## src/decode_macros.svh

```systemverilog
`ifndef DECODE_MACROS_SVH
`define DECODE_MACROS_SVH

// Data path and address width
`define XLEN 32

// Register index width
`define GPR_W 5

// Decode queue entries, also the decoder's credits after reset
`define DQ_DEPTH 4

// Credits granted by the execute side after reset
`define EXEC_CREDITS 2

`endif

```

## src/isa_pkg.sv

```systemverilog
package isa_pkg;

    typedef enum logic [2:0] {
        OP_ALU,
        OP_LOAD,
        OP_STORE,
        OP_BRANCH,
        OP_EXCP
    } op_class_e;

    // Code 11 is unassigned
    typedef enum logic [3:0] {
        ALU_AND    = 4'd0,
        ALU_OR     = 4'd1,
        ALU_NOR    = 4'd2,
        ALU_XOR    = 4'd3,
        ALU_ADD    = 4'd4,
        ALU_SUB    = 4'd5,
        ALU_SLL    = 4'd6,
        ALU_SRL    = 4'd7,
        ALU_SRA    = 4'd8,
        ALU_SLT    = 4'd9,
        ALU_SLTU   = 4'd10,
        ALU_PASS_B = 4'd12 // Operand 2 straight through
    } alu_op_e;

    typedef enum logic [3:0] {
        MEM_LB, MEM_LH, MEM_LW, MEM_LBU, MEM_LHU,
        MEM_SB, MEM_SH, MEM_SW,
        MEM_NONE
    } mem_op_e;

    typedef enum logic [3:0] {
        BR_NONE, BR_B, BR_BL, BR_JIRL,
        BR_BEQ, BR_BNE, BR_BLT, BR_BGE, BR_BLTU, BR_BGEU
    } br_op_e;

    // Ecode values of the exceptions that survive decode
    typedef enum logic [5:0] {
        EXC_NONE = 6'h00,
        EXC_ADEF = 6'h08, // Fetch address not word aligned
        EXC_SYS  = 6'h0b,
        EXC_BRK  = 6'h0c,
        EXC_INE  = 6'h0d  // Unknown or unsupported encoding
    } excp_code_e;

endpackage

```

## src/pipe_pkg.sv

```systemverilog
`include "decode_macros.svh"

package pipe_pkg;

    // One decoded instruction as it leaves the decoder
    typedef struct packed {
        logic [`XLEN-1:0]       pc;
        logic [`XLEN-1:0]       imm;       // Already extended and shifted
        isa_pkg::op_class_e     op_class;
        isa_pkg::alu_op_e       alu_op;
        isa_pkg::mem_op_e       mem_op;
        isa_pkg::br_op_e        br_op;
        logic [`GPR_W-1:0]      rj;
        logic [`GPR_W-1:0]      rk;
        logic [`GPR_W-1:0]      rd;        // Also store data and branch operand
        logic                   reg_write;
        logic                   src1_pc;   // Operand 1 is pc instead of rj
        logic                   src2_imm;  // Operand 2 is imm instead of rk
        isa_pkg::excp_code_e    excp;
    } decoded_op_t;

    // Record handed to the execute side
    typedef struct packed {
        decoded_op_t            op;
        logic [`XLEN-1:0]       branch_target; // Zero for non-branches
        logic [`XLEN-1:0]       link_addr;
    } dispatch_t;

endpackage

```

## src/inst_decoder.sv

```systemverilog
`timescale 1ns/1ps
`include "decode_macros.svh"

module inst_decoder (
    input  logic                    clk,
    input  logic                    reset,
    input  logic                    fetch_valid,
    input  logic [`XLEN-1:0]        fetch_pc,
    input  logic [`XLEN-1:0]        fetch_inst,
    output logic                    fetch_ready,
    output logic                    push,
    output pipe_pkg::decoded_op_t   push_data,
    input  logic                    credit_ret
);

    localparam int CNT_W = $clog2(`DQ_DEPTH + 1);

    logic [CNT_W-1:0]       credit_cnt;
    logic [`XLEN-1:0]       ir;
    logic [`XLEN-1:0]       imm12_s;
    logic [`XLEN-1:0]       imm12_u;
    logic [`XLEN-1:0]       imm16_br;
    logic [`XLEN-1:0]       imm26_br;
    isa_pkg::excp_code_e    code;
    pipe_pkg::decoded_op_t  dec;

    function automatic pipe_pkg::decoded_op_t excp_op(input logic [`XLEN-1:0] pc,
                                                      input isa_pkg::excp_code_e ecode);
        pipe_pkg::decoded_op_t op;
        op          = '0;
        op.pc       = pc;
        op.op_class = isa_pkg::OP_EXCP;
        op.alu_op   = isa_pkg::ALU_AND;
        op.mem_op   = isa_pkg::MEM_NONE;
        op.br_op    = isa_pkg::BR_NONE;
        op.excp     = ecode;
        return op;
    endfunction

    assign ir       = fetch_inst;
    assign imm12_s  = {{(`XLEN-12){ir[21]}}, ir[21:10]};
    assign imm12_u  = {{(`XLEN-12){1'b0}}, ir[21:10]};
    assign imm16_br = {{(`XLEN-18){ir[25]}}, ir[25:10], 2'b00};
    assign imm26_br = {{(`XLEN-28){ir[9]}}, ir[9:0], ir[25:10], 2'b00};

    always_comb
    begin
        dec          = excp_op(fetch_pc, isa_pkg::EXC_NONE);
        dec.op_class = isa_pkg::OP_ALU;
        code         = isa_pkg::EXC_NONE;
        case (ir[31:26])
            6'b000000:
                case (ir[25:22])
                    4'b0000:
                    begin
                        dec.rk        = ir[14:10];
                        dec.rj        = ir[9:5];
                        dec.rd        = ir[4:0];
                        dec.reg_write = 1'b1;
                        case (ir[21:15])
                            7'b0100000: dec.alu_op = isa_pkg::ALU_ADD;
                            7'b0100010: dec.alu_op = isa_pkg::ALU_SUB;
                            7'b0100100: dec.alu_op = isa_pkg::ALU_SLT;
                            7'b0100101: dec.alu_op = isa_pkg::ALU_SLTU;
                            7'b0101000: dec.alu_op = isa_pkg::ALU_NOR;
                            7'b0101001: dec.alu_op = isa_pkg::ALU_AND;
                            7'b0101010: dec.alu_op = isa_pkg::ALU_OR;
                            7'b0101011: dec.alu_op = isa_pkg::ALU_XOR;
                            7'b0101110: dec.alu_op = isa_pkg::ALU_SLL;
                            7'b0101111: dec.alu_op = isa_pkg::ALU_SRL;
                            7'b0110000: dec.alu_op = isa_pkg::ALU_SRA;
                            7'b1010100: code = isa_pkg::EXC_BRK;
                            7'b1010110: code = isa_pkg::EXC_SYS;
                            default:    code = isa_pkg::EXC_INE; // Mul, div, rdcnt land here
                        endcase
                    end
                    4'b0001:
                    begin
                        dec.imm       = {{(`XLEN-5){1'b0}}, ir[14:10]}; // Shift amount
                        dec.rj        = ir[9:5];
                        dec.rd        = ir[4:0];
                        dec.reg_write = 1'b1;
                        dec.src2_imm  = 1'b1;
                        if (ir[21:20] != 2'b00 || ir[17:15] != 3'b001)
                            code = isa_pkg::EXC_INE;
                        else
                            case (ir[19:18])
                                2'b00:   dec.alu_op = isa_pkg::ALU_SLL;
                                2'b01:   dec.alu_op = isa_pkg::ALU_SRL;
                                2'b10:   dec.alu_op = isa_pkg::ALU_SRA;
                                default: code = isa_pkg::EXC_INE;
                            endcase
                    end
                    4'b1000, 4'b1001, 4'b1010, 4'b1101, 4'b1110, 4'b1111:
                    begin
                        dec.imm       = ir[24] ? imm12_u : imm12_s; // Logic ops zero extend
                        dec.rj        = ir[9:5];
                        dec.rd        = ir[4:0];
                        dec.reg_write = 1'b1;
                        dec.src2_imm  = 1'b1;
                        case (ir[24:22])
                            3'b000:  dec.alu_op = isa_pkg::ALU_SLT;
                            3'b001:  dec.alu_op = isa_pkg::ALU_SLTU;
                            3'b010:  dec.alu_op = isa_pkg::ALU_ADD;
                            3'b101:  dec.alu_op = isa_pkg::ALU_AND;
                            3'b110:  dec.alu_op = isa_pkg::ALU_OR;
                            default: dec.alu_op = isa_pkg::ALU_XOR;
                        endcase
                    end
                    default: code = isa_pkg::EXC_INE;
                endcase
            6'b000101, 6'b000111: // LU12I.W, PCADDU12I
            begin
                dec.imm       = {ir[24:5], 12'b0};
                dec.rd        = ir[4:0];
                dec.reg_write = 1'b1;
                dec.src2_imm  = 1'b1;
                dec.src1_pc   = ir[27];
                dec.alu_op    = ir[27] ? isa_pkg::ALU_ADD : isa_pkg::ALU_PASS_B;
                if (ir[25])
                    code = isa_pkg::EXC_INE;
            end
            6'b001010:
            begin
                dec.imm       = imm12_s;
                dec.rj        = ir[9:5];
                dec.rd        = ir[4:0];
                dec.alu_op    = isa_pkg::ALU_ADD; // Address add
                dec.src2_imm  = 1'b1;
                dec.op_class  = ir[24] ? isa_pkg::OP_STORE : isa_pkg::OP_LOAD;
                dec.reg_write = !ir[24];
                case (ir[25:22])
                    4'b0000: dec.mem_op = isa_pkg::MEM_LB;
                    4'b0001: dec.mem_op = isa_pkg::MEM_LH;
                    4'b0010: dec.mem_op = isa_pkg::MEM_LW;
                    4'b0100: dec.mem_op = isa_pkg::MEM_SB;
                    4'b0101: dec.mem_op = isa_pkg::MEM_SH;
                    4'b0110: dec.mem_op = isa_pkg::MEM_SW;
                    4'b1000: dec.mem_op = isa_pkg::MEM_LBU;
                    4'b1001: dec.mem_op = isa_pkg::MEM_LHU;
                    default: code = isa_pkg::EXC_INE; // PRELD included
                endcase
            end
            6'b010011: // JIRL
            begin
                dec.op_class  = isa_pkg::OP_BRANCH;
                dec.br_op     = isa_pkg::BR_JIRL;
                dec.imm       = imm16_br;
                dec.rj        = ir[9:5];
                dec.rd        = ir[4:0];
                dec.reg_write = 1'b1;
                dec.alu_op    = isa_pkg::ALU_ADD;
                dec.src1_pc   = 1'b1;
            end
            6'b010100: // B
            begin
                dec.op_class = isa_pkg::OP_BRANCH;
                dec.br_op    = isa_pkg::BR_B;
                dec.imm      = imm26_br;
            end
            6'b010101: // BL
            begin
                dec.op_class  = isa_pkg::OP_BRANCH;
                dec.br_op     = isa_pkg::BR_BL;
                dec.imm       = imm26_br;
                dec.rd        = `GPR_W'd1; // Return address register
                dec.reg_write = 1'b1;
                dec.alu_op    = isa_pkg::ALU_ADD;
                dec.src1_pc   = 1'b1;
            end
            6'b010110, 6'b010111, 6'b011000, 6'b011001, 6'b011010, 6'b011011:
            begin
                dec.op_class = isa_pkg::OP_BRANCH;
                dec.imm      = imm16_br;
                dec.rj       = ir[9:5];
                dec.rd       = ir[4:0];
                case (ir[28:26])
                    3'b110:  dec.br_op = isa_pkg::BR_BEQ;
                    3'b111:  dec.br_op = isa_pkg::BR_BNE;
                    3'b000:  dec.br_op = isa_pkg::BR_BLT;
                    3'b001:  dec.br_op = isa_pkg::BR_BGE;
                    3'b010:  dec.br_op = isa_pkg::BR_BLTU;
                    default: dec.br_op = isa_pkg::BR_BGEU;
                endcase
                if (ir[28])
                    dec.alu_op = isa_pkg::ALU_SUB; // Equality compare
                else
                    dec.alu_op = ir[27] ? isa_pkg::ALU_SLTU : isa_pkg::ALU_SLT;
            end
            default: code = isa_pkg::EXC_INE; // CSR, TLB, atomics, barriers
        endcase
        if (|fetch_pc[1:0])
            dec = excp_op(fetch_pc, isa_pkg::EXC_ADEF); // Beats any decode result
        else if (code != isa_pkg::EXC_NONE)
            dec = excp_op(fetch_pc, code);
    end

    assign fetch_ready = (credit_cnt != '0);
    assign push        = fetch_valid && fetch_ready;
    assign push_data   = dec;

    always_ff @(posedge clk)
    begin
        if (reset)
            credit_cnt <= CNT_W'(`DQ_DEPTH);
        else
            credit_cnt <= credit_cnt - CNT_W'(push) + CNT_W'(credit_ret);
    end

    // Queue must never hand back more credits than were spent
    credit_bound_a: assert property (@(posedge clk) disable iff (reset)
        credit_cnt <= CNT_W'(`DQ_DEPTH))
        else $error("decoder credit count above queue depth");

endmodule

```

## src/credit_queue.sv

```systemverilog
`timescale 1ns/1ps

module credit_queue #(
    parameter type payload_t = logic [31:0],
    parameter int  DEPTH     = 4
) (
    input  logic     clk,
    input  logic     reset,
    input  logic     push,
    input  payload_t push_data,
    output logic     head_valid,
    output payload_t head,
    input  logic     pop,
    output logic     credit_ret
);

    localparam int PTR_W = (DEPTH > 1) ? $clog2(DEPTH) : 1;
    localparam int CNT_W = $clog2(DEPTH + 1);

    payload_t           mem [DEPTH];
    logic [PTR_W-1:0]   rd_ptr;
    logic [PTR_W-1:0]   wr_ptr;
    logic [CNT_W-1:0]   count;

    function automatic logic [PTR_W-1:0] ptr_next(input logic [PTR_W-1:0] ptr);
        return (ptr == PTR_W'(DEPTH - 1)) ? '0 : ptr + 1'b1;
    endfunction

    assign head_valid = (count != '0);
    assign head       = mem[rd_ptr];

    always_ff @(posedge clk)
    begin
        if (push)
            mem[wr_ptr] <= push_data;
    end

    always_ff @(posedge clk)
    begin
        if (reset)
        begin
            rd_ptr     <= '0;
            wr_ptr     <= '0;
            count      <= '0;
            credit_ret <= 1'b0;
        end
        else
        begin
            if (push)
                wr_ptr <= ptr_next(wr_ptr);
            if (pop)
                rd_ptr <= ptr_next(rd_ptr);
            count      <= count + CNT_W'(push) - CNT_W'(pop);
            credit_ret <= pop; // One credit per departing entry
        end
    end

    // Sender credits must keep it from overrunning the buffer
    no_overflow_a: assert property (@(posedge clk) disable iff (reset)
        push |-> (count < CNT_W'(DEPTH)))
        else $error("push into full queue");

    no_underflow_a: assert property (@(posedge clk) disable iff (reset)
        pop |-> head_valid)
        else $error("pop from empty queue");

endmodule

```

## src/dispatch_stage.sv

```systemverilog
`timescale 1ns/1ps
`include "decode_macros.svh"

module dispatch_stage (
    input  logic                    clk,
    input  logic                    reset,
    input  logic                    head_valid,
    input  pipe_pkg::decoded_op_t   head,
    output logic                    pop,
    input  logic                    exec_credit,
    output logic                    disp_valid,
    output pipe_pkg::dispatch_t     disp
);

    localparam int EC_W = $clog2(`EXEC_CREDITS + 1);

    logic [EC_W-1:0]    ec_cnt;
    logic               is_branch;
    logic [`XLEN-1:0]   target_sum;
    logic [`XLEN-1:0]   link_sum;

    assign pop = head_valid && (ec_cnt != '0);

    // JIRL adds its rj base later in execute
    assign is_branch  = (head.op_class == isa_pkg::OP_BRANCH);
    assign target_sum = head.pc + head.imm;
    assign link_sum   = head.pc + `XLEN'(4);

    always_ff @(posedge clk)
    begin
        if (reset)
            ec_cnt <= EC_W'(`EXEC_CREDITS);
        else
            ec_cnt <= ec_cnt - EC_W'(pop) + EC_W'(exec_credit);
    end

    always_ff @(posedge clk)
    begin
        if (reset)
            disp_valid <= 1'b0;
        else
            disp_valid <= pop;
    end

    always_ff @(posedge clk)
    begin
        if (pop)
        begin
            disp.op            <= head;
            disp.branch_target <= is_branch ? target_sum : '0;
            disp.link_addr     <= link_sum;
        end
    end

    // Execute side may only return credits it was given
    exec_credit_bound_a: assert property (@(posedge clk) disable iff (reset)
        ec_cnt <= EC_W'(`EXEC_CREDITS))
        else $error("execute credit count above limit");

endmodule

```

## src/decode_top.sv

```systemverilog
`timescale 1ns/1ps
`include "decode_macros.svh"

module decode_top (
    input  logic                    clk,
    input  logic                    reset,
    input  logic                    fetch_valid,
    input  logic [`XLEN-1:0]        fetch_pc,
    input  logic [`XLEN-1:0]        fetch_inst,
    output logic                    fetch_ready,
    input  logic                    exec_credit,
    output logic                    disp_valid,
    output pipe_pkg::dispatch_t     disp
);

    logic                   push;
    pipe_pkg::decoded_op_t  push_data;
    logic                   credit_ret;
    logic                   head_valid;
    pipe_pkg::decoded_op_t  head;
    logic                   pop;

    inst_decoder decoder_i (
        .clk         (clk),
        .reset       (reset),
        .fetch_valid (fetch_valid),
        .fetch_pc    (fetch_pc),
        .fetch_inst  (fetch_inst),
        .fetch_ready (fetch_ready),
        .push        (push),
        .push_data   (push_data),
        .credit_ret  (credit_ret)
    );

    credit_queue #(
        .payload_t (pipe_pkg::decoded_op_t),
        .DEPTH     (`DQ_DEPTH)
    ) queue_i (
        .clk        (clk),
        .reset      (reset),
        .push       (push),
        .push_data  (push_data),
        .head_valid (head_valid),
        .head       (head),
        .pop        (pop),
        .credit_ret (credit_ret)
    );

    dispatch_stage dispatch_i (
        .clk         (clk),
        .reset       (reset),
        .head_valid  (head_valid),
        .head        (head),
        .pop         (pop),
        .exec_credit (exec_credit),
        .disp_valid  (disp_valid),
        .disp        (disp)
    );

endmodule

```

## config.mk

```make
export PLATFORM = sky130hd
export DESIGN_NAME = decode_top
export DESIGN_NICKNAME = d
export VERILOG_FILES = /design/src/isa_pkg.sv /design/src/pipe_pkg.sv /design/src/inst_decoder.sv /design/src/credit_queue.sv /design/src/dispatch_stage.sv /design/src/decode_top.sv
export VERILOG_INCLUDE_DIRS = /design/src /design/src/src
export SDC_FILE = /design/constraint.sdc
export NUM_CORES = 1
export LEC_CHECK = 0
export ABC_CLOCK_PERIOD_IN_PS = 7800
export BUFFER_PORTS_ARGS = -buffer_cell sky130_fd_sc_hd__buf_4
export CAP_MARGIN = 25
export CORE_ASPECT_RATIO = 1.1
export CORE_MARGIN = 1
export CORE_UTILIZATION = 49
export CTS_CLUSTER_DIAMETER = 100
export DETAILED_ROUTE_END_ITERATION = 8
export PLACE_DENSITY_LB_ADDON = 0.05
export SLEW_MARGIN = 30
export SYNTH_ARGS = -nofsm -noshare
export SYNTH_HDL_FRONTEND = slang
export SYNTH_HIERARCHICAL = 1
export SYNTH_SLANG_ARGS = --single-unit
```

## constraint.sdc

```tcl
create_clock -name clk -period 7.8 [get_ports clk]
set_input_delay 0.39 -clock clk [delete_from_list [all_inputs] [get_ports clk]]
set_output_delay 0.39 -clock clk [all_outputs]
set_load 0.1 [all_outputs]
```

; ---- Word level (Yosys, flattened, before mapping)
; Memories as Yosys holds them, arrays and structs flattened. A register that Yosys moved wholly into a read port is not among the register bits.
; Index checks and enable logic that the tools add are counted.
[op_classes]
add_sub_neg = 10
mul = 0
div = 0
order_cmp = 0
eq_ne = 50
shifts = 0
n_mux = 43
bitwise = 0
reduce_logical = 32
[op_table]
columns = op, count
row1 = one-hot mux 32 bit (5 select lines), 1
row2 = 2-to-1 mux 71 bit, 2
row3 = "== test 7 x 6 -> 1 bit, second input constant", 11
row4 = one-hot mux 32 bit (2 select lines), 1
row5 = "== test 6 x 5 -> 1 bit, second input constant", 9
row6 = one-hot mux 4 bit (10 select lines), 1
row7 = one-hot mux 4 bit (5 select lines), 2
row8 = one-hot mux 4 bit (3 select lines), 3
row9 = "adder 32 x 3 -> 32 bit, second input constant", 1
row10 = adder 32 bit, 1
row11 = 2-to-1 mux 32 bit, 1
row12 = one-hot mux 4 bit (4 select lines), 2
row13 = one-hot mux 4 bit (8 select lines), 1
row14 = 2-to-1 mux 4 bit, 7
row15 = "== test 4 bit, second input constant", 6
row16 = one-hot mux 6 bit (4 select lines), 1
row17 = OR reduction 8 bit, 3
row18 = one-hot mux 6 bit (3 select lines), 1
row19 = 2-to-1 mux 5 bit, 3
row20 = one-hot mux 5 bit (3 select lines), 1
row21 = "== test 7 bit, second input constant", 2
row22 = OR reduction 7 bit, 2
row23 = "== test 3 bit, second input constant", 4
row24 = "== test 4 x 3 -> 1 bit, second input constant", 3
row25 = other kinds (38), 66
[totals]
regBits = 180
latch_bits = 0
mem_bits_rw = 412
rom_bits = 0
output_inout_bits = 169
mem_count = 1
[mem_list]
columns = memory, depth, word_bits, rd, rd_clocked_by_memory_dff, wr, line
row1 = queue_i.mem, 4, 103, 1, 1, 1, credit_queue.sv:20  ; payload_t mem [DEPTH];

; ---- Logic depth before layout (Yosys ltp)
; Gate-level depths: netlist of the first run.
[logic_depth]
ltp_word = 9
ltp_mapped = 13
depth_no_buf = 10

; ---- Cells and area by module
; The synthesis of the first run kept the hierarchy.
[by_module_without_submodules]
columns = module, instances, cells_each, area_each_um2, seq_area_each_um2
row1 = credit_queue, 1, 581, 15404.8, 12572.1
row2 = dispatch_stage, 1, 536, 7488.4, 5014.8
row3 = inst_decoder, 1, 352, 2248.4, 60.1

; ---- Least setup slack after synthesis of the first run
; No wires, ideal clock.
[synth_timing]
path_type = reg2reg
from = register queue_i.count[1]
to = register queue_i.count[2]
setup_ns = 0.110
arrival_time_ns = 5.807
slack_ns = 1.883
path_stages_with_launch = 10
path_buffers = 0
path_cell_list = dfxtp_1 > or3_1 > o21a_1 > ha_1 > inv_1 > ha_1 > inv_1 > fa_1 > xnor3_1 > nor2_1
[synth_between]
elab_chain_cells = 3
elab_cells_between_ends = 4
[synth_rtl]
columns = element, line
row1 = from (decl), credit_queue.sv:23  ; logic [CNT_W-1:0] count;
row2 = from (signal assigned), credit_queue.sv:53  ; count <= count + CNT_W'(push) - CNT_W'(pop);
row3 = nonzero test 3 bit, credit_queue.sv:29  ; assign head_valid = (count != '0);
row4 = via head_valid, decode_top.sv:19  ; logic head_valid;
row5 = logical AND 1 bit, dispatch_stage.sv:22  ; assign pop = head_valid && (ec_cnt != '0);
row6 = via pop, decode_top.sv:21  ; logic pop;
row7 = subtractor 3 x 1 -> 3 bit, credit_queue.sv:53
; The timed path passes the listed nets, and every way through them passes these cells.
; A chain may end at the register's enable or synchronous reset.

==> flow_summary.ini, run 1 <==
[placement]
dpl_cell_area_mm2 = 0.0272
dp_cells = 2279
gp_congestion = 0.870
io_buffers = 236
dp_hpwl_um = 38200

[clock_network]
cts_made_buffers = 58
cts_resized = 0
clk_latency_ns = 0.61
postCtsSetupBuffers = 0
cts.sinks = 593
cts.htree.levels = 2
clk_pin_slew_ns = 0.06
ctsLongestPathBuffers = 3
cts_tree = yes
ctsRootBufferMaster = clkbuf_16

[worst_setup_path]
startpoint_type = register
rrSetupSlack_ns = 3.40
critPathMaxFanout = 37
crit_path_end_kind = register
r2r_cells = 10
critPathKind = reg -> reg
critical_path_required_ns = 8.13
arrival_ns = 4.73

[layout]
num_antenna_cells = 0
area.growth.synth_to_final_pct = 16.9
final_area_mm2 = 0.0294
final_cell_count_no_fill = 2418
drive_above_1_share_pct = 27.0
final_nets = 1826

[route]
wire_per_inst_um = 23.8
first_pass_iters = 5
post-route-drc-count = 0
vias_per_cell = 5.72
dr_total_vias = 13831
drt-total-wl_um = 57500
ant_nets = 0
first_iter_violations = 934

[grt]
overflow = 0
grt_max_degree = 73
antenna_found_initial = 0
met2_usage_pct = 37.0
grt-busiest-layer = met2
first_global_vias = 13835
grtUsageMet1_pct = 30.7
grt.met3_usage_pct = 3.68
grt_use_total_pct = 22.3
grt_pass1_wl_um = 85900

[die]
die_area_mm2 = 0.0522
fp-row-count = 86
die_h_um = 240
fp.coreArea_mm2 = 0.0504
chipWidth_um = 218
io_pins = 237
start_util_pct = 49.9

[logic_synthesis]
synth_seq_cells = 593
synth_area_mm2 = 0.0251
synth_edf_count = 577
yosys.area.top_type = edfxtp_1
synth-main-ff-cell = edfxtp_1
synth.distinct_cells = 86
yosysWarnings = 6
yosys-top-cells-count = 577 x edfxtp_1, 103 x mux4_2, 75 x nor2_1
synth_most_common_cell = edfxtp_1
ys_seq_area_share_pct = 70.2
async_flop_share_pct = 0
synthTopCellsByArea = edfxtp_1 69%, mux4_2 9.2%, ha_1 2.1%
avgSynthCellArea_um2 = 17.1
syn_inst = 1469
synth_top_area_share_pct = 68.9

[status]
status = complete, no violations

[timing]
max_slew_margin_pct = 36.2
grt_setup_unrepaired = false
setup_violations = 0
hold_viol = 0
fin_crit_sh_pct = 56.4
worst_pin_slew_ns = 0.957
slew_violations = 0
fmax_mhz = 227
finalClockSkew_ns = 0.0155
tns_ns = 0
fin_crit_ns = 4.40

[job]
maxCapViolCount = 0

[hold_path]
hold_path.class = in -> reg
holdPathStages = 2
==> cell usage in the layout (no fill, tap or decap), drive strengths merged, types with 5 or more instances in the layout <==
cell,n
buf,254
nand2,64
nand2b,8
dlygate4sd3,32
nor4b,11
o21bai,5
or2,8
xnor2,33
nor4,10
mux4,103
and2,12
inv,26
bufinv,5
a221oi,8
nor2b,16
and4,7
or3,7
a21oi,54
and3,20
a211oi,22
edfxtp,577
nand4,17
a22oi,19
clkbuf,75
o21ai,27
clkinv,22
ha,43
a31oi,8
nand3,23
nor3,44
dfxtp,16
xor2,25
nor2,75
a21o,17
==> per-layer routing <==
layer  vias up  share of wire [%]
met2       404                 50
met5         -                  0
met3        72                5.0
met4         0                2.0
met1      7041                 43
li1       6314                  -
==> cell families after synthesis <==
kind of cell    Yosys count  share of synthesized area (%)
other cells               1                         0.0149
compound gates          198                           5.46
flops                   593                           70.2
simple gates            337                           7.18
mux                     107                           9.39
xor+xnor                 59                           2.11
buf+inv                 128                           3.27
fa+ha+maj                46                           2.38
==> path summary, 6_finish.rpt <==
path,from,end
worst max-delay path,register,dispatch_i/disp[57]$_SDFFCE_PP0P_
worst min-delay path,reset,decoder_i/credit_cnt[1]$_SDFF_PP0_
worst max register to register,register,dispatch_i/disp[57]$_SDFFCE_PP0P_
worst min register to register,decoder_i/credit_cnt[2]$_SDFF_PP1_,decoder_i/credit_cnt[2]$_SDFF_PP1_
==> layout make-up <==
| cell class | instances | area [µm²] |
|---|---|---|
| fillers | 3867 | 21000 |
| flip-flops and latches | 593 | 17700 |
| multi-input cells | 749 | 6690 |
| repair buffers | 286 | 2320 |
| clock buffers | 75 | 1540 |
| well taps | 660 | 826 |
| clock inverters | 31 | 279 |
| inverters | 24 | 90.1 |
==> sequential cells by signal, summed over array words and instances, names as in the netlist, named ones only <==
register               count
dispatch_i/disp          165
queue_i/mem              412
queue_i/credit_ret         1
queue_i/rd_ptr             2
decoder_i/credit_cnt       3
dispatch_i/ec_cnt          2
queue_i/wr_ptr             2
dispatch_i/disp_valid      1
queue_i/count              3
==> through the flow <==
step                      hold slack (ns)  util, %  worst slack, ns
final                              0.0644     58.4             3.40
after global routing               0.0487     58.4             3.01
after CTS                          0.0264     58.3             3.35
after detailed placement            0.484     54.1             3.35
after global placement              0.481     53.9             3.40
after floorplan                     0.457        -             1.88
==> what timing repair did <==
action | in CTS | in global routing
hold endpoints to repair | 128 | 0
setup endpoints to repair | 0 | 0
hold buffers | 32 | 0
==> critical path, stage by stage, from the launching register on <==
cell and delay, ns:
dfxtp_4 0.85, buf_4 0.52, mux4_2 0.64, ha_1 0.42
a21oi_1 0.31, o211ai_2 0.20, a211oi_2 0.43, o21ai_2 0.15
a211oi_2 0.32, xor2_1 0.17, nor2_1 0.05
Power of run 1 is not shown: default switching activity piles up to over one toggle a cycle in this logic, so the estimate is an artifact.
==> inputs of run 2 (changes only) <==
--- a/config.mk
+++ b/config.mk
@@ -6,7 +6,8 @@
 export SDC_FILE = /design/constraint.sdc
 export NUM_CORES = 1
 export LEC_CHECK = 0
-export ABC_CLOCK_PERIOD_IN_PS = 7800
+export ABC_AREA = 1
+export ABC_CLOCK_PERIOD_IN_PS = 4530
 export BUFFER_PORTS_ARGS = -buffer_cell sky130_fd_sc_hd__buf_4
 export CAP_MARGIN = 25
 export CORE_ASPECT_RATIO = 1.1
==> constraint.sdc (replaced) <==
create_clock -name clk -period 4.53 [get_ports clk]
set_input_delay 0.2265 -clock clk [delete_from_list [all_inputs] [get_ports clk]]
set_output_delay 0.2265 -clock clk [all_outputs]
set_load 0.1 [all_outputs]
==> run 2 against run 1 <==
Cell count grew 47%. Routed wire length grew 19%. Non-clock buffer count grew 14. Via count grew 32%. Synthesized area grew 8.0%. Critical path depth grew 5. Sequential share of layout area shrank 4.3 points. Register-to-register slack lost 2.3 ns. Clock skew grew 0.0089 ns. Synthesized cell count grew 72%. Count of clock-buffer cells in the layout shrank 4. Flip-flop and latch count is the same. Critical path type unchanged. Largest cell class unchanged.
==> flow_summary.ini, run 2 <==
[status]
status = complete, no violations

[clock_network]
ctsRootBufferMaster = clkbuf_16
cts.sinks = 593
ctsLongestPathBuffers = 3
clk_latency_ns = 0.63
cts_tree = yes
cts.htree.levels = 2
clk_pin_slew_ns = 0.06
cts_made_buffers = 59

[worst_setup_path]
critPathMaxFanout = 92
critical_path_required_ns = 4.90
r2r_cells = 15
critPathKind = reg -> reg
r2r-end = dispatch_i/disp[49]$_SDFFCE_PP0P_
path_cells = buf_12 > buf_4 > a21oi_1 > o21ai_1 > nand2_1 > ha_1 > nand2_1 > nor2_1 > nand3_1 > nand3_1 > nand3_1 > nand2_1 > nand2_1 > nand2_1 > nor2_1
max_stage_delay_ns = 0.57
startpoint_type = register
crit_path_end_kind = register
arrival_ns = 3.76
crit_family = simple AND/OR/NAND/NOR gates
path_buf_inv = 2
cp_common_cell = nand2_1
rrSetupSlack_ns = 1.15
cpMaxStageDelayCell = dfxtp_4

[logic_synthesis]
synth.distinct_cells = 47
synth_area_mm2 = 0.0272
yosys-top-cells-count = 577 x edfxtp_1, 548 x nand2_1, 405 x inv_1
yosys.area.top_type = edfxtp_1
yosysWarnings = 6
synth_seq_cells = 593
synthTopCellsByArea = edfxtp_1 64%, nand2_1 7.6%, inv_1 5.6%
avgSynthCellArea_um2 = 10.7
synth_most_common_cell = edfxtp_1
syn_inst = 2534
async_flop_share_pct = 0
synth_edf_count = 577
ys_seq_area_share_pct = 65.0
synth_top_area_share_pct = 63.8
synth-main-ff-cell = edfxtp_1

[layout]
largestRegisters = queue_i/mem: 412 flops, dispatch_i/disp: 165 flops
fillers = 4684
fin_util_pct = 57.8
largest_register = queue_i/mem
largest_register_ffs = 412
area.growth.synth_to_final_pct = 16.6
num_antenna_cells = 0
final_common_cell = edfxtp_1
final_nets = 2891
drive_above_1_share_pct = 14.1
final_cell_count_no_fill = 3563
layout_common_cells = 577 x edfxtp_1, 548 x nand2_1, 399 x inv_1

[hold_path]
holdPathStages = 3
hold_end = queue_i/mem[2][21]$_DFFE_PP_
hold_start = fetch_inst[7]
hold_path.class = in -> reg

[die]
die_h_um = 249
fp-row-count = 90
start_util_pct = 49.5
die_area_mm2 = 0.0564
chipWidth_um = 226
fp.coreArea_mm2 = 0.0548
io_pins = 237

[timing]
timing.hold.ws_ns = 0.0406
fin_crit_ns = 3.38
max_slew_margin_pct = 45.1
worst_pin_slew_ns = 0.823
slew_violations = 0
fin_crit_sh_pct = 74.7
setup_violations = 0
finalClockSkew_ns = 0.0244
grt_setup_unrepaired = false
fmax_mhz = 295
hold_viol = 0

[grt]
grt_pass1_wl_um = 102000
overflow = 0
first_global_vias = 17343
grt_use_total_pct = 24.2
antenna_found_initial = 0
grt_max_degree = 111

[placement]
io_buffers = 236
dp_hpwl_um = 47700
gp_congestion = 0.919
dp_cells = 3415

[route]
dr_total_vias = 18283
ant_nets = 0
first_pass_iters = 5
post-route-drc-count = 0
drt-total-wl_um = 68300
wire_per_inst_um = 19.2
first_iter_violations = 1254
vias_per_cell = 5.13

[job]
maxCapViolCount = 0
==> run 2: cell types whose count changed after synthesis, sizes merged, moves of 18 or more <==
cell | previous run | this run
buf | 78 | 107
inv | 24 | 409
nand3 | 23 | 71
o211ai | 3 | 103
o21ai | 27 | 128
nor2 | 75 | 215
mux4 | 103 | 0
and3 | 20 | 1
nand2 | 64 | 557
a211oi | 22 | 2
xnor2 | 33 | 15
a21oi | 54 | 164
==> run 2: how the worst max path moves through the flow <==
stage                                startpoint                           endpoint  slack [ns]  depth (start not counted)
finish                                 register  dispatch_i/disp[49]$_SDFFCE_PP0P_        1.15                         15
CTS                                    register  dispatch_i/disp[49]$_SDFFCE_PP0P_        1.16                         15
global route                           register  dispatch_i/disp[63]$_SDFFCE_PP0P_        0.86                         16
floorplan           queue_i/count[1]$_SDFF_PP0_        queue_i/count[1]$_SDFF_PP0_       -0.13                         10
global placement                       register  dispatch_i/disp[49]$_SDFFCE_PP0P_        1.25                         15
detailed placement                     register  dispatch_i/disp[49]$_SDFFCE_PP0P_        1.18                         15
==> run 2: timing repair <==
item,CTS,global route
endpoints found under the hold margin,152,0
hold buffers,37,0
setup buffers,0,0
setup endpoints to repair,0,0
resized for setup,0,0
==> run 2: worst reg2reg max path, stage by stage (launching register included) <==
cell and delay [ns]:
dfxtp_4 0.57, buf_12 0.35, buf_4 0.44, a21oi_1 0.11, o21ai_1 0.09, nand2_1 0.14, ha_1 0.42, nand2_1 0.16
nor2_1 0.18, nand3_1 0.11, nand3_1 0.20, nand3_1 0.10, nand2_1 0.11, nand2_1 0.06, nand2_1 0.05, nor2_1 0.04
==> run 2: routing by layer <==
| layer | track usage [%] | part of all wire, % |
|---|---|---|
| met5 | 0 | 0 |
| met2 | 41.1 | 50 |
| met3 | 3.24 | 4.5 |
| met4 | 5.89 | 1.9 |
| met1 | 32.7 | 44 |
==> run 2: per-stage QoR <==
stage | setup TNS, ns | instance area (µm²) | setup slack [ns]
final | 0 | 31700 | 1.15
after floorplan | -0.212 | 27200 | -0.133
after detailed placement | 0 | 29300 | 1.18
after CTS | 0 | 31700 | 1.16
after global routing | 0 | 31700 | 0.862
after global placement | 0 | 29300 | 1.25
==> run 2: layout make-up <==
type                       instances  area (µm²)  share of cell area (%)
multi-input combinational       1414        7140                    22.5
clock buffer                      71        1520                    4.80
tap                              736         921                    2.91
clock inverter                    40         458                    1.45
sequential                       593       17700                    55.7
inverter                         409        1550                    4.88
timing repair buffer             300        2440                    7.72
==> run 2: logic make-up (layout without fill, tap and decap cells) <==
group / count (synthesis) / count (layout) / share of synthesized area (%)
buffers and inverters: 528 / 820 / 8.84
AND/OR/NAND/NOR: 907 / 907 / 13.9
XOR/XNOR: 34 / 34 / 1.10
AO/OA/AOI/OAI: 425 / 425 / 9.00
other: 1 / 2 / 0.0138
adder cells (fa/ha/maj): 46 / 46 / 2.20
flip-flops: 593 / 593 / 65.0
Power of run 2 is left out for the same reason.
==> inputs of run 3 (changes only) <==
--- a/config.mk
+++ b/config.mk
@@ -7,7 +7,7 @@
 export NUM_CORES = 1
 export LEC_CHECK = 0
 export ABC_AREA = 1
-export ABC_CLOCK_PERIOD_IN_PS = 4530
+export ABC_CLOCK_PERIOD_IN_PS = 3200
 export BUFFER_PORTS_ARGS = -buffer_cell sky130_fd_sc_hd__buf_4
 export CAP_MARGIN = 25
 export CORE_ASPECT_RATIO = 1.1
==> constraint.sdc (replaced) <==
create_clock -name clk -period 3.2 [get_ports clk]
set_input_delay 0.16 -clock clk [delete_from_list [all_inputs] [get_ports clk]]
set_output_delay 0.16 -clock clk [all_outputs]
set_load 0.1 [all_outputs]
==> run 3 against run 2 <==
Critical path depth fell by 1. First-iteration DRC count fell by 5.9%. Final area rose by 2.2%.
==> flow_summary.ini, run 3 (synthesis results as in run 2) <==
[status]
status = complete, no violations

[die]
die_h_um = 249
start_util_pct = 49.5
fp.coreArea_mm2 = 0.0548
die_area_mm2 = 0.0564
io_pins = 237
chipWidth_um = 226
fp-row-count = 90

[grt]
grt_use_total_pct = 24.6
grt_max_degree = 109
met2_usage_pct = 42.1
first_global_vias = 17426
grt-busiest-layer = met2
antenna_found_initial = 1
grt_pass1_wl_um = 104000
grt.met3_usage_pct = 3.68
grtUsageMet1_pct = 32.1
overflow = 0

[worst_setup_path]
crit_family = simple AND/OR/NAND/NOR gates
cpMaxStageDelayCell = dfxtp_4
rrSetupSlack_ns = 0.15
critPathKind = reg -> reg
critPathMaxFanout = 52
startpoint_type = register
crit_path_end_kind = register
critical_path_required_ns = 3.61
cp_common_cell = nand2_1
arrival_ns = 3.46
max_stage_delay_ns = 0.46
path_cells = buf_12 > nand2_1 > o211ai_1 > nand2_1 > ha_1 > nand2_1 > inv_1 > a21oi_1 > nand2_1 > nand3_1 > nand3_1 > nand2_1 > inv_1 > nor2_1
path_buf_inv = 3

[clock_network]
cts.htree.levels = 2
clk_latency_ns = 0.63
cts_tree = yes
cts_made_buffers = 59
clk_pin_slew_ns = 0.06
cts.sinks = 593
ctsLongestPathBuffers = 3
ctsRootBufferMaster = clkbuf_16

[layout]
fillers = 4551
final_nets = 2947
drive_above_1_share_pct = 16.1
multiInputGateArea_mm2 = 0.00716
largestRegisters = queue_i/mem: 412 flops, dispatch_i/disp: 165 flops
area.growth.synth_to_final_pct = 19.2
layout_common_cells = 577 x edfxtp_1, 547 x nand2_1, 397 x inv_1
largest_register_ffs = 412
seq_area_mm2 = 0.0177
largest_register = queue_i/mem
final_common_cell = edfxtp_1
final_area_mm2 = 0.0324

[job]
maxCapViolCount = 0

[placement]
pre_cts_ws_ns = 0.131
dpl_cell_area_mm2 = 0.0298
gp_congestion = 0.942
dp_hpwl_um = 49300
io_buffers = 236

[route]
post-route-drc-count = 0
first_pass_iters = 7
drt-total-wl_um = 69500
vias_per_cell = 5.09
wire_per_inst_um = 19.2
dr_total_vias = 18415
first_iter_violations = 1180
ant_nets = 0

[timing]
max_slew_margin_pct = 41.6
fin_crit_sh_pct = 95.4
fin_crit_ns = 3.05
tns_ns = 0
hold_viol = 0
fmax_mhz = 328
worst_pin_slew_ns = 0.876
slew_violations = 0
fin_ws_ns = 0.148
finalClockSkew_ns = 0.0219
timing.hold.ws_ns = 0.0593
setup_violations = 0

[hold_path]
hold_path.class = in -> reg
[run 3: changes by cell type in the layout (fill, tap and decap cells not counted), moves of 3 or more]
cell,delta
buf_12,+7
buf_4,+35
clkbuf_1,-5
clkbuf_8,+3
clkinv_1,-13
clkinvlp_4,+13
dlygate4sd3_1,+11
inv_4,-4
[run 3: timing repair]
| item | in CTS | in global routing |
|---|---|---|
| buffers inserted | 0 | 1 |
| endpoints found under the setup margin | 0 | 5 |
| hold endpoints to repair | 204 | 0 |
| resized for setup | 0 | 3 |
| hold buffers | 48 | 0 |
[run 3: worst min-delay path, cell delays in order]
cell and delay [ns]:
buf_4 0.10, nand2_1 0.05, nor2_1 0.11, buf_4 0.15
[run 3: final cells by class]
class,count,share of cell area [%]
sequential,593,54.5
multi-input combinational,1414,22.1
timing repair buffer,356,9.33
clock buffer,70,4.85
inverter,409,4.79
tap,736,2.84
clock inverter,38,1.52
antenna,1,0.00773
[run 3: worst paths after layout]
kind | end | startpoint | depth (start not counted)
setup reg to reg | dispatch_i/disp[55]$_SDFFCE_PP0P_ | register | 14
hold / removal | queue_i/mem[1][10]$_DFFE_PP_ | fetch_inst[1] | 4
hold reg to reg | dispatch_i/disp[94]$_DFFE_PP_ | queue_i/mem[0][30]$_DFFE_PP_ | 2
setup / recovery | dispatch_i/disp[55]$_SDFFCE_PP0P_ | register | 14
[run 3: layer usage]
layer | vias up | part of all wire, % | wire length (µm)
met5 | - | 0 | 0
met2 | 473 | 50 | 35000
met1 | 8726 | 42 | 29300
met4 | 0 | 2.7 | 1900
li1 | 9104 | - | -
met3 | 112 | 4.7 | 3260
[run 3: metrics by stage]
step | cells | utilization [%]
CTS | 3614 | 58.9
detailed placement | 3458 | 54.3
global placement | 3458 | 54.3
finish | 3617 | 59.0
floorplan | 2535 | -
global route | 3617 | 59.0
Power of run 3 is left out for the same reason.
